**config.mk**
```make
export PLATFORM = sky130hd
export DESIGN_NAME = regSelTop
export DESIGN_NICKNAME = d
export VERILOG_FILES = /design/src/isaPkg.sv /design/src/selPkg.sv /design/src/stageIf.sv /design/src/readSelect.sv /design/src/regSelConfig.sv /design/src/regSelTop.sv /design/src/writebackSelect.sv
export VERILOG_INCLUDE_DIRS = /design/src /design/src/src
export SDC_FILE = /design/constraint.sdc
export NUM_CORES = 1
export LEC_CHECK = 0
export BUFFER_PORTS_ARGS = -buffer_cell sky130_fd_sc_hd__buf_2
export CAP_MARGIN = 10
export CORE_ASPECT_RATIO = 0.75
export CORE_UTILIZATION = 45
export CTS_CLUSTER_DIAMETER = 30
export DETAILED_ROUTE_END_ITERATION = 12
export GPL_ROUTABILITY_DRIVEN = 0
export HOLD_SLACK_MARGIN = 0.05
export MAX_ROUTING_LAYER = met4
export PLACE_DENSITY = 0.73
export SLEW_MARGIN = 20
export SYNTH_ARGS = -nofsm -noshare
export SYNTH_HDL_FRONTEND = slang
export SYNTH_SLANG_ARGS = --single-unit
```
**constraint.sdc**
```tcl
create_clock -name clk -period 1.75 [get_ports clk]
set_clock_uncertainty 0.15 [all_clocks]
set_input_delay 0.4375 -clock clk [delete_from_list [all_inputs] [get_ports clk]]
set_output_delay 0.4375 -clock clk [all_outputs]
set_load 0.005 [all_outputs]
```
**src/regSel_config.svh**
```systemverilog
//==========================================================
// Build-time sizes for the register-select unit: register
// field widths and the stack-pointer indices.
//==========================================================
`ifndef REGSEL_CONFIG_SVH
`define REGSEL_CONFIG_SVH

// Logical register number as encoded in the opcode.
`define REG_IDX_W 3

// Physical address register index covers A0-A6, USP and SSP.
`define AR_PHYS_W 4

// A7 in the opcode and its two physical homes.
`define SP_LOGICAL 3'd7
`define USP_PHYS   4'd7
`define SSP_PHYS   4'd8

`endif

```
**src/isaPkg.sv**
```systemverilog
//==========================================================
// Instruction encoding types: operation kinds, addressing
// modes, EXG opmodes and the two views of a 16-bit opcode.
//==========================================================
`default_nettype none
`include "regSel_config.svh"

package isaPkg;

    typedef enum logic [3:0] {
        OpNop   = 4'd0,
        OpMove  = 4'd1,
        OpMoveA = 4'd2,
        OpAdd   = 4'd3,
        OpSub   = 4'd4,
        OpAddA  = 4'd5,
        OpSubA  = 4'd6,
        OpAddQ  = 4'd7,
        OpSubQ  = 4'd8,
        OpLea   = 4'd9,
        OpExg   = 4'd10
    } opKindT;

    // Effective address mode field, modes 5 to 7 are not decoded here.
    typedef enum logic [2:0] {
        ModeDn      = 3'b000,
        ModeAn      = 3'b001,
        ModeInd     = 3'b010,
        ModePostInc = 3'b011,
        ModePreDec  = 3'b100,
        ModeOther   = 3'b111
    } adrModeT;

    localparam logic [4:0] ExgDataData = 5'b01000; // Dx and Dy.
    localparam logic [4:0] ExgAdrAdr   = 5'b01001; // Ax and Ay.
    localparam logic [4:0] ExgDataAdr  = 5'b10001; // Dx and Ay.

    typedef struct packed {
        logic [3:0]            opcode;
        logic [`REG_IDX_W-1:0] dstReg;
        logic [2:0]            dstMode; // Opmode for ADD/SUB, bit 8 is direction.
        adrModeT               srcMode;
        logic [`REG_IDX_W-1:0] srcReg;
    } generalViewT;

    typedef struct packed {
        logic [3:0]            opcode;
        logic [`REG_IDX_W-1:0] rx;
        logic                  fixedOne; // Always set for EXG.
        logic [4:0]            opmode;
        logic [`REG_IDX_W-1:0] ry;
    } exgViewT;

    typedef union packed {
        generalViewT generalView;
        exgViewT     exgView;
    } instrWordT;

endpackage

`default_nettype wire

```
**src/selPkg.sv**
```systemverilog
//==========================================================
// Register index types and the read and write select
// bundles produced by the two pipeline stages.
//==========================================================
`default_nettype none
`include "regSel_config.svh"

package selPkg;

    typedef logic [`REG_IDX_W-1:0] drIdxT;
    typedef logic [`AR_PHYS_W-1:0] arIdxT;

    typedef struct packed {
        arIdxT arSelRd1;
        drIdxT drSelRd1;
        drIdxT drSelRd2;
        logic  arInc;
        logic  arDec;
    } readSelT;

    typedef struct packed {
        arIdxT arSelWr1;
        logic  arWr1;
        arIdxT arSelWr2;
        logic  arWr2;
        drIdxT drSelWr1;
        logic  drWr1;
        drIdxT drSelWr2;
        logic  drWr2;
    } writeSelT;

endpackage

`default_nettype wire

```
**src/stageIf.sv**
```systemverilog
//==========================================================
// Pipeline link carrying one instruction from the read
// stage to the write-back stage.
//==========================================================
`default_nettype none

interface stageIf;
    import isaPkg::*;

    logic      valid;      // One cycle per instruction.
    opKindT    op;
    instrWordT word;
    logic      supervisor; // Flag captured with the instruction.

    modport src (
        output valid, op, word, supervisor
    );

    modport dst (
        input valid, op, word, supervisor
    );

endinterface

`default_nettype wire

```
**src/readSelect.sv**
```systemverilog
//==========================================================
// Read stage: registers the strobed instruction, decodes
// the read selects and the (An)+ / -(An) requests.
//==========================================================
`default_nettype none

module readSelect (
    input  logic              clk,
    input  logic              arstN,
    input  logic              instrStrobe,
    input  isaPkg::opKindT    instrOp,
    input  isaPkg::instrWordT instrWord,
    input  logic              supervisor,
    output selPkg::drIdxT     arLogicalRd,
    input  selPkg::arIdxT     arPhysRd,
    output selPkg::readSelT   rdOut,
    output logic              rdValid,
    stageIf.src               stage
);
    import isaPkg::*;
    import selPkg::*;

    logic      isAddSub;
    logic      addSubToEa;
    logic      exgDataAdr;
    logic      stepOp;
    drIdxT     drRd1Next;
    drIdxT     drRd2Next;
    logic      incNext;
    logic      decNext;

    logic      validQ;
    logic      incQ;
    logic      decQ;
    arIdxT     arRd1Q;
    drIdxT     drRd1Q;
    drIdxT     drRd2Q;
    opKindT    opQ;
    instrWordT wordQ;
    logic      supQ;

    assign isAddSub   = (instrOp == OpAdd) || (instrOp == OpSub);
    assign addSubToEa = isAddSub && instrWord.generalView.dstMode[2]; // Dn,<ea> form.
    assign exgDataAdr = (instrOp == OpExg) && (instrWord.exgView.opmode == ExgDataAdr);

    // Operations whose source operand may step its address register.
    assign stepOp = instrOp inside {OpMove, OpMoveA, OpAdd, OpSub,
                                    OpAddA, OpSubA, OpAddQ, OpSubQ};

    assign incNext = stepOp && (instrWord.generalView.srcMode == ModePostInc);
    assign decNext = stepOp && (instrWord.generalView.srcMode == ModePreDec);

    assign arLogicalRd = instrWord.generalView.srcReg;

    always_comb begin
        if (exgDataAdr) begin
            drRd1Next = instrWord.exgView.rx; // Data side of EXG.
        end else if (addSubToEa) begin
            drRd1Next = instrWord.generalView.dstReg;
        end else begin
            drRd1Next = instrWord.generalView.srcReg;
        end
        drRd2Next = addSubToEa ? instrWord.generalView.srcReg
                               : instrWord.generalView.dstReg;
    end

    always_ff @(posedge clk or negedge arstN) begin
        if (!arstN) begin
            validQ <= 1'b0;
            incQ   <= 1'b0;
            decQ   <= 1'b0;
        end else begin
            validQ <= instrStrobe;
            incQ   <= instrStrobe && incNext;
            decQ   <= instrStrobe && decNext;
        end
    end

    always_ff @(posedge clk) begin
        if (instrStrobe) begin
            arRd1Q <= arPhysRd;
            drRd1Q <= drRd1Next;
            drRd2Q <= drRd2Next;
            opQ    <= instrOp;
            wordQ  <= instrWord;
            supQ   <= supervisor; // Mapping stays with this instruction.
        end
    end

    always_comb begin
        rdOut.arSelRd1 = arRd1Q;
        rdOut.drSelRd1 = drRd1Q;
        rdOut.drSelRd2 = drRd2Q;
        rdOut.arInc    = incQ;
        rdOut.arDec    = decQ;
    end

    assign rdValid          = validQ;
    assign stage.valid      = validQ;
    assign stage.op         = opQ;
    assign stage.word       = wordQ;
    assign stage.supervisor = supQ;

    // A step request only comes with a valid read and never both ways.
    stepExclusive: assert property (@(posedge clk) disable iff (!arstN)
        (incQ || decQ) |-> (validQ && !(incQ && decQ)));

endmodule

`default_nettype wire

```
**src/regSelConfig.sv**
```systemverilog
//==========================================================
// Supervisor configuration flag and the logical to
// physical address register translation for A7.
//==========================================================
`default_nettype none
`include "regSel_config.svh"

module regSelConfig (
    input  logic          clk,
    input  logic          arstN,
    input  logic          cfgStrobe,
    input  logic          cfgSupervisor,
    input  logic          instrStrobe,
    input  selPkg::drIdxT rdLogical,
    input  selPkg::drIdxT wbLogical1,
    input  selPkg::drIdxT wbLogical2,
    input  logic          sampleSup,
    output selPkg::arIdxT rdPhys,
    output selPkg::arIdxT wbPhys1,
    output selPkg::arIdxT wbPhys2,
    output logic          supervisor
);
    import selPkg::*;

    logic supFlag;

    // A7 picks the stack pointer of the current mode.
    function automatic arIdxT toPhys(input drIdxT logical, input logic sup);
        if (logical == `SP_LOGICAL) begin
            return sup ? `SSP_PHYS : `USP_PHYS;
        end
        return arIdxT'(logical);
    endfunction

    always_ff @(posedge clk or negedge arstN) begin
        if (!arstN) begin
            supFlag <= 1'b1; // Core leaves reset in supervisor mode.
        end else if (cfgStrobe) begin
            supFlag <= cfgSupervisor;
        end
    end

    assign supervisor = supFlag;
    assign rdPhys     = toPhys(rdLogical, supFlag);
    assign wbPhys1    = toPhys(wbLogical1, sampleSup); // Mode of the in-flight item.
    assign wbPhys2    = toPhys(wbLogical2, sampleSup);

    // A mode change racing an instruction would split its mapping.
    cfgVsInstr: assert property (@(posedge clk) disable iff (!arstN)
        !(cfgStrobe && instrStrobe));

endmodule

`default_nettype wire

```
**src/regSelTop.sv**
```systemverilog
//==========================================================
// Register-select unit top: read stage, write-back stage
// and the supervisor configuration block.
//==========================================================
`default_nettype none

module regSelTop (
    input  logic              clk,
    input  logic              arstN,
    input  logic              instrStrobe,
    input  isaPkg::opKindT    instrOp,
    input  isaPkg::instrWordT instrWord,
    input  logic              cfgStrobe,
    input  logic              cfgSupervisor,
    output logic              rdValid,
    output selPkg::arIdxT     arSelRd1,
    output selPkg::drIdxT     drSelRd1,
    output selPkg::drIdxT     drSelRd2,
    output logic              arInc,
    output logic              arDec,
    output logic              wbValid,
    output selPkg::arIdxT     arSelWr1,
    output logic              arWr1,
    output selPkg::arIdxT     arSelWr2,
    output logic              arWr2,
    output selPkg::drIdxT     drSelWr1,
    output logic              drWr1,
    output selPkg::drIdxT     drSelWr2,
    output logic              drWr2
);
    import selPkg::*;

    drIdxT    arLogicalRd;
    drIdxT    arLogicalWr1;
    drIdxT    arLogicalWr2;
    arIdxT    arPhysRd;
    arIdxT    arPhysWr1;
    arIdxT    arPhysWr2;
    logic     supervisor;
    readSelT  rdSel;
    writeSelT wbSel;

    stageIf stage ();

    regSelConfig uConfig (
        .clk           (clk),
        .arstN         (arstN),
        .cfgStrobe     (cfgStrobe),
        .cfgSupervisor (cfgSupervisor),
        .instrStrobe   (instrStrobe),
        .rdLogical     (arLogicalRd),
        .wbLogical1    (arLogicalWr1),
        .wbLogical2    (arLogicalWr2),
        .sampleSup     (stage.supervisor),
        .rdPhys        (arPhysRd),
        .wbPhys1       (arPhysWr1),
        .wbPhys2       (arPhysWr2),
        .supervisor    (supervisor)
    );

    readSelect uRead (
        .clk         (clk),
        .arstN       (arstN),
        .instrStrobe (instrStrobe),
        .instrOp     (instrOp),
        .instrWord   (instrWord),
        .supervisor  (supervisor),
        .arLogicalRd (arLogicalRd),
        .arPhysRd    (arPhysRd),
        .rdOut       (rdSel),
        .rdValid     (rdValid),
        .stage       (stage.src)
    );

    writebackSelect uWriteback (
        .clk          (clk),
        .arstN        (arstN),
        .stage        (stage.dst),
        .arLogicalWr1 (arLogicalWr1),
        .arLogicalWr2 (arLogicalWr2),
        .arPhysWr1    (arPhysWr1),
        .arPhysWr2    (arPhysWr2),
        .wbOut        (wbSel),
        .wbValid      (wbValid)
    );

    assign arSelRd1 = rdSel.arSelRd1;
    assign drSelRd1 = rdSel.drSelRd1;
    assign drSelRd2 = rdSel.drSelRd2;
    assign arInc    = rdSel.arInc;
    assign arDec    = rdSel.arDec;

    assign arSelWr1 = wbSel.arSelWr1;
    assign arWr1    = wbSel.arWr1;
    assign arSelWr2 = wbSel.arSelWr2;
    assign arWr2    = wbSel.arWr2;
    assign drSelWr1 = wbSel.drSelWr1;
    assign drWr1    = wbSel.drWr1;
    assign drSelWr2 = wbSel.drSelWr2;
    assign drWr2    = wbSel.drWr2;

endmodule

`default_nettype wire

```
**src/writebackSelect.sv**
```systemverilog
//==========================================================
// Write-back stage: decodes the write selects and enables
// of the item from the read stage, with the An-over-Dn lock.
//==========================================================
`default_nettype none

module writebackSelect (
    input  logic             clk,
    input  logic             arstN,
    stageIf.dst              stage,
    output selPkg::drIdxT    arLogicalWr1,
    output selPkg::drIdxT    arLogicalWr2,
    input  selPkg::arIdxT    arPhysWr1,
    input  selPkg::arIdxT    arPhysWr2,
    output selPkg::writeSelT wbOut,
    output logic             wbValid
);
    import isaPkg::*;
    import selPkg::*;

    logic  isQuick;
    logic  exgDataData;
    logic  exgAdrAdr;
    logic  exgDataAdr;
    logic  addSubToEa;
    logic  arWr1Next;
    logic  arWr2Next;
    logic  drWr1Next;
    drIdxT drSel1Next;

    logic  validQ;
    logic  arWr1Q;
    logic  arWr2Q;
    logic  drWr1Q;
    logic  drWr2Q;
    arIdxT arSel1Q;
    arIdxT arSel2Q;
    drIdxT drSel1Q;
    drIdxT drSel2Q;

    assign isQuick     = stage.op inside {OpAddQ, OpSubQ};
    assign exgDataData = (stage.op == OpExg) && (stage.word.exgView.opmode == ExgDataData);
    assign exgAdrAdr   = (stage.op == OpExg) && (stage.word.exgView.opmode == ExgAdrAdr);
    assign exgDataAdr  = (stage.op == OpExg) && (stage.word.exgView.opmode == ExgDataAdr);
    assign addSubToEa  = (stage.op inside {OpAdd, OpSub}) && stage.word.generalView.dstMode[2];

    // Quick ops carry their <ea> in bits 5:0.
    assign arWr1Next = (stage.op inside {OpAddA, OpSubA, OpLea, OpMoveA})
                     || (isQuick && stage.word.generalView.srcMode == ModeAn)
                     || exgAdrAdr || exgDataAdr;
    assign arWr2Next = exgAdrAdr;

    assign arLogicalWr1 = (isQuick || exgDataAdr) ? stage.word.generalView.srcReg
                                                  : stage.word.generalView.dstReg;
    assign arLogicalWr2 = stage.word.exgView.ry;

    always_comb begin
        drSel1Next = stage.word.generalView.dstReg;
        if (exgDataAdr) begin
            drWr1Next  = 1'b1;
            drSel1Next = stage.word.exgView.rx;
        end else if (arWr1Next || arWr2Next) begin
            drWr1Next = 1'b0; // Address write locks out the data write.
        end else if (addSubToEa) begin
            drWr1Next = 1'b0; // Result goes to memory.
        end else if (stage.op == OpMove && stage.word.generalView.dstMode != ModeDn) begin
            drWr1Next = 1'b0;
        end else if (stage.op == OpNop) begin
            drWr1Next = 1'b0;
        end else begin
            drWr1Next = 1'b1;
            if (isQuick) begin
                drSel1Next = stage.word.generalView.srcReg; // Dn of ADDQ/SUBQ.
            end
        end
    end

    always_ff @(posedge clk or negedge arstN) begin
        if (!arstN) begin
            validQ <= 1'b0;
            arWr1Q <= 1'b0;
            arWr2Q <= 1'b0;
            drWr1Q <= 1'b0;
            drWr2Q <= 1'b0;
        end else begin
            validQ <= stage.valid;
            arWr1Q <= stage.valid && arWr1Next;
            arWr2Q <= stage.valid && arWr2Next;
            drWr1Q <= stage.valid && drWr1Next;
            drWr2Q <= stage.valid && exgDataData;
        end
    end

    always_ff @(posedge clk) begin
        if (stage.valid) begin
            arSel1Q <= arPhysWr1;
            arSel2Q <= arPhysWr2;
            drSel1Q <= drSel1Next;
            drSel2Q <= stage.word.exgView.ry; // Second data port, EXG only.
        end
    end

    always_comb begin
        wbOut.arSelWr1 = arSel1Q;
        wbOut.arWr1    = arWr1Q;
        wbOut.arSelWr2 = arSel2Q;
        wbOut.arWr2    = arWr2Q;
        wbOut.drSelWr1 = drSel1Q;
        wbOut.drWr1    = drWr1Q;
        wbOut.drSelWr2 = drSel2Q;
        wbOut.drWr2    = drWr2Q;
    end

    assign wbValid = validQ;

    // Both register files written together only by EXG Dx,Ay.
    adrDataLock: assert property (@(posedge clk) disable iff (!arstN)
        (drWr1Q && arWr1Q) |-> $past(exgDataAdr));

endmodule

`default_nettype wire

```
# Yosys cells after proc, flatten, opt, wreduce, memory -nomap -nowiden
# Index checks and enable logic that the tools add are counted.
# word_totals
out_inout_bits,32
regBits,50
inputBits,25
# op_classes
mux,26
n_reduce_logical,28
eq_ne,29
# op_table
operator,n
$mux W3,13
$eq A4 B3 Y1 const B,8
$eq A4 B4 Y1 const B,5
$mux W4,5
$eq A4 B2 Y1 const B,4
$logic_and A1 B1 Y1,16
$eq A3 B3 Y1 const B,4
$eq A5 B4 Y1 const B,2
$eq A5 B5 Y1 const B,2
$eq A4 B1 Y1 const B,2
$mux W1,8
$reduce_bool A8 Y1,1
$logic_or A1 B1 Y1,6
$logic_not A4 Y1,1
$reduce_bool A2 Y1,2
$reduce_bool A4 Y1,1
$eq A3 B1 Y1 const B,1
$eq A3 B2 Y1 const B,1
$reduce_bool A3 Y1,1

# Logic depth before layout (Yosys ltp)
# depth
ltp_word,10
depth_mapped,5

# Cells and area by module
# Synthesis repeated with hierarchy kept, for this count alone.
# unflattened
hier_cells,148
hier_area_um2,2265.9
# modules_own_cells
mod,area_per_inst_um2,seq_area_each_um2,instances,cells_each
readSelect,1223.7,1006.0,1,60
writebackSelect,862.1,545.5,1,61
regSelConfig,180.2,26.3,1,27

# Worst setup path after synthesis
# No wires, ideal clock.
# synth_timing
path_type,in2reg
startpoint,input instrOp[1]
endpoint,register uRead.drRd1Q[0] (data pin)
setup_time_ps,260
n_path_buf,0
slack_ps,-250
stages,4
arrival_ps,1590
path_cell_list,or3b_2 -> a21oi_2 -> a31o_2 -> mux2_2
# synth_between
elab_chain_len,5
elab_cells_between_ends,8
cone_classes,3 x eq/ne; 2 x mux; 3 x reduce/logical
# synth_rtl
item,line,rtl
start: declaration,regSelTop.sv:11,"input isaPkg::opKindT instrOp,"
$eq A4 B2 Y1 or $eq A4 B3 Y1 (tied branches),readSelect.sv:42,assign isAddSub = (instrOp == OpAdd) || (instrOp == OpSub);
$logic_or A1 B1 Y1,readSelect.sv:42,
$logic_and A1 B1 Y1,readSelect.sv:43,assign addSubToEa = isAddSub && instrWord.generalView.dstMode[2];
$mux W3,readSelect.sv:58,end else if (addSubToEa) begin
$mux W3 (*),readSelect.sv:56,if (exgDataAdr) begin
net uRead.drRd1Next[0],readSelect.sv:27,drIdxT drRd1Next;
end signal: assignment,readSelect.sv:82,drRd1Q <= drRd1Next;
end: declaration,readSelect.sv:36,drIdxT drRd1Q;
# The timed path passes the listed nets; every way through them passes the cells marked *.
# A chain may end at the register's enable or synchronous reset.

# Worst setup path after layout
# layout_timing
startpoint,register uRead.wordQ (netlist bit uRead.stage.word[5])
endpoint,register uWriteback.arSel1Q[2] (data pin)
# layout_between
elab_chain_len,7
# layout_rtl
item,line,rtl
start: declaration,readSelect.sv:39,instrWordT wordQ;
start signal: assignment,readSelect.sv:85,wordQ <= instrWord;
$eq A5 B5 Y1 (*),writebackSelect.sv:44,assign exgDataAdr = (stage.op == OpExg) && (stage.word.exgView.opmode == ExgDataAdr);
$logic_and A1 B1 Y1 (*),writebackSelect.sv:44,
$logic_or A1 B1 Y1 (*),writebackSelect.sv:53,assign arLogicalWr1 = (isQuick || exgDataAdr) ? stage.word.generalView.srcReg
$mux W3 (*),writebackSelect.sv:53,
$eq A3 B3 Y1 (no source line),n/a,
$mux W1,regSelConfig.sv:29,if (logical == `SP_LOGICAL) begin
$mux W3 (*),regSelConfig.sv:32,return arIdxT'(logical);
net arPhysWr1[2],regSelTop.sv:37,arIdxT arPhysWr1;
end signal: assignment,writebackSelect.sv:96,arSel1Q <= arPhysWr1;
end: declaration,writebackSelect.sv:36,arIdxT arSel1Q;
# Marked as above.

==> key figures <==
Synth
  – Post-synth top cells: edfxtp_1 (41), mux2_2 (12), inv_1 (10), dfrtp_1 (8), nor2_1 (6)
  – Area share of the largest cell type after synthesis: 0.6146
  – Synth Cell Area: roughly 2000 um2
  – Sequential area share after synthesis: 0.7277
  – Post-synth cell types: 35
  – Most used DFF post-synth: edfxtp_1
  – Synth area leaders: edfxtp_1 (61%), dfrtp_1 (10%), mux2_2 (6.7%), inv_1 (1.9%), a31oi_1 (1.6%)
  – Yosys warnings: 0
  – Synth Register Bits: 50
  – Mapped Cells: ~130
  – Asr flop ratio synth: 0.1800
  – Average cell area after synthesis: about 16 um2
  – Synth area leader: edfxtp_1
  – Post-synthesis net count: 153
  – Post-synth EDFFs: between 40 and 50
  – Most frequent cell after synthesis: edfxtp_1

Placed design
  – Place WS: -0.2334 ns
  – DP HPWL: between 2000 and 3000 um
  – PortBufs: 52
  – Post-DP Area: around 2500 um2
  – Dpl cells: approximately 250

Pwr
  – VDD IR max: about 0.58 mV
  – PD cells: 938.9 nW/um2
  – Leakage: 1.147 nW
  – Total Power: about 2.5 mW

GRT
  – Initial antenna violation count: 0
  – Aggregate global routing overflow: 0
  – Gr usage total: 0.1815
  – First-pass GRT wire length: approximately 6100 um
  – Number of global-route vias before repair: 1317
  – Maximum number of pins on one net before global-route repair: 22

Die
  – Cell Rows: 20
  – Total core area: between 4000 and 5000 um2
  – Initial core utilization: 0.4822
  – Die X: slightly below 80 um
  – IO Pins: 57
  – Die ar.: around 4700 um2
  – Die height: between 50 and 60 um

Worst setup path
  – Worst-path fanout max: 6
  – Nature of the critical path startpoint: flip-flop
  – Worst Setup Path Type: flip-flop to flip-flop
  – WP data required: around 1.6 ns
  – Critical path arrival: about 1.7 ns
  – CP endpoint kind: flip-flop

Clocking
  – CTS Buf Count: 5
  – Clk_lat worst skew: 0.29 ns
  – Clock sinks: 50
  – Clk pin slew, worst setup/hold paths: 0.08 ns
  – H-tree lvl count: 2
  – Clock buffer depth: 2
  – Clk Tree Root Cell: clkbuf_8
  – CTS tree: yes

STA
  – Max-slew headroom: 0.7550
  – Setup ws final: -0.07690 ns
  – Fin crit period: 1.827 ns
  – Worst-margin pin slew: 0.3645 ns
  – Hold Vio Cnt, Final: 0
  – Setup violators final: 7
  – Final Slew Violations: 0
  – Fin crit share: 1.044
  – F_max: around 550 MHz
  – Unrepaired setup endpoints after global routing: true
  – Final hold slack: just under 0.2 ns

Layout
  – Area grow syn2layout: 34.23%
  – Nets: between 200 and 250
  – Layout Cells excl Fill: 266
  – Final Instance Area: between 2000 and 3000 um2
  – Share of cells above drive strength 1: 0.4882
  – # diodes: 0

Routing
  – Routed Wire Length: ~3800 um
  – Routed via count: about 1400
  – Drt wl/cell: 14.44 um
  – Drt via density: between 5 and 6
  – Post-route ant nets: 0
  – Drt drc: 0
  – Initial drt markers: between 100 and 150
  – Initial DRT Pass Iterations: 4

Run
  – # Max-Cap Violations: 0

Status
  – Run status: finished with violations
  – Failing checks: negative setup slack

Min path
  – Hold crit path type: input pin to flip-flop
[layout by cell type, fill, tap and decap left out, types with 2 or more instances in the layout]
cell and count:
inv_1 10, edfxtp_1 41, nand4_1 3, a31oi_1 5, mux2_2 7, xnor2_1 3
nand2b_1 3, o221a_1 2, o21ai_2 2, buf_4 22, or3b_4 2, mux2_4 5
nor3_1 4, clkbuf_8 5, clkbuf_1 2, mux2i_1 2, nor2_1 5, nand2_1 2
buf_2 52, and2_1 4, dfrtp_1 8
[sequential cells by signal (all words and copies together) (netlist names), 3 cells and up]
| name | flops |
|---|---|
| uRead.drRd1Q | 3 |
| uRead.arRd1Q | 4 |
| uWriteback.arSel2Q | 4 |
| uWriteback.drSel1Q | 3 |
| uWriteback.arSel1Q | 4 |
| uRead.drRd2Q | 3 |
| uRead.stage.op | 4 |
| uRead.stage.word | 12 |
| uWriteback.drSel2Q | 3 |
[through the flow]
stage                     utilization  setup TNS [ns]
after floorplan                     -         -0.4501
after global placement         0.6072          -1.499
after detailed placement       0.6072          -1.826
after CTS                      0.6377         -0.2843
after global routing           0.6473         -0.8024
final                          0.6473         -0.4682
[power by group]
| part | switching (mW) | total [mW] | internal, mW |
|---|---|---|---|
| registers | 0.0452 | 1.44 | 1.39 |
| clock network | 0.336 | 0.764 | 0.427 |
| logic | 0.151 | 0.321 | 0.171 |
| total | 0.532 | 2.52 | 1.99 |
[final cells by class]
cell class              count  area [um2]
well taps                  55       68.82
clock inverters             1       30.03
multi-input cells          67       563.0
fillers                   323        1465
repair buffers             76       455.4
inverters                  10       37.54
flip-flops and latches     50        1458
clock buffers               7       76.32
[cell families after synthesis]
logic type / after synthesis / synth area share
buffers and inverters: 11 / 0.02124
and+or+nand+nor: 33 / 0.09807
DFF: 50 / 0.7277
muxes: 14 / 0.07745
xor gates and xnor gates: 3 / 0.01312
AOI/OAI and AO/OA: 17 / 0.06247
[worst paths after layout]
| check | start | endpoint | slack (ns) | cells after the start |
|---|---|---|---|---|
| setup / recovery | uRead.stage.word[5]$_DFFE_PP_ | uWriteback.arSel1Q[2]$_DFFE_PP_ | -0.08 | 4 |
| hold / removal | instrWord[6] | uRead.stage.word[6]$_DFFE_PP_ | 0.20 | 1 |
| setup reg to reg | uRead.stage.word[5]$_DFFE_PP_ | uWriteback.arSel1Q[2]$_DFFE_PP_ | -0.08 | 4 |
| hold reg to reg | uRead.stage.word[3]$_DFFE_PP_ | uWriteback.drWr2Q$_DFF_PN0_ | 0.29 | 1 |
| max in group asynchronous | arstN | uConfig.supervisor$_DFFE_PN1P_ | 0.82 | 2 |
| min in group asynchronous | arstN | uWriteback.wbValid$_DFF_PN0_ | 0.38 | 2 |
[routing by layer]
layer | share of wire | global-route usage | vias up
li1 | - | - | 658
met1 | 0.43 | 0.2265 | 653
met2 | 0.49 | 0.2845 | 57
met3 | 0.064 | 0.05191 | 8
met4 | 0.017 | 0.07013 | 0
met5 | 0 | - | -
[critical path: stages, from the launching register on]
cell and delay (ns):
edfxtp_1 0.40, or3b_4 0.46, o21ai_2 0.16, a21oi_2 0.10
mux2_2 0.30
[timing repair]
item | 4_1_cts | 5_1_grt
setup endpoints to repair | 7 | 5
setup buffers | 1 | 4
hold buffers | 1 | 0
gates resized for setup | 1 | 3
pin swaps | 1 | 2
endpoints found under the hold margin | 8 | 0
Power figures use the tool's default switching activity.
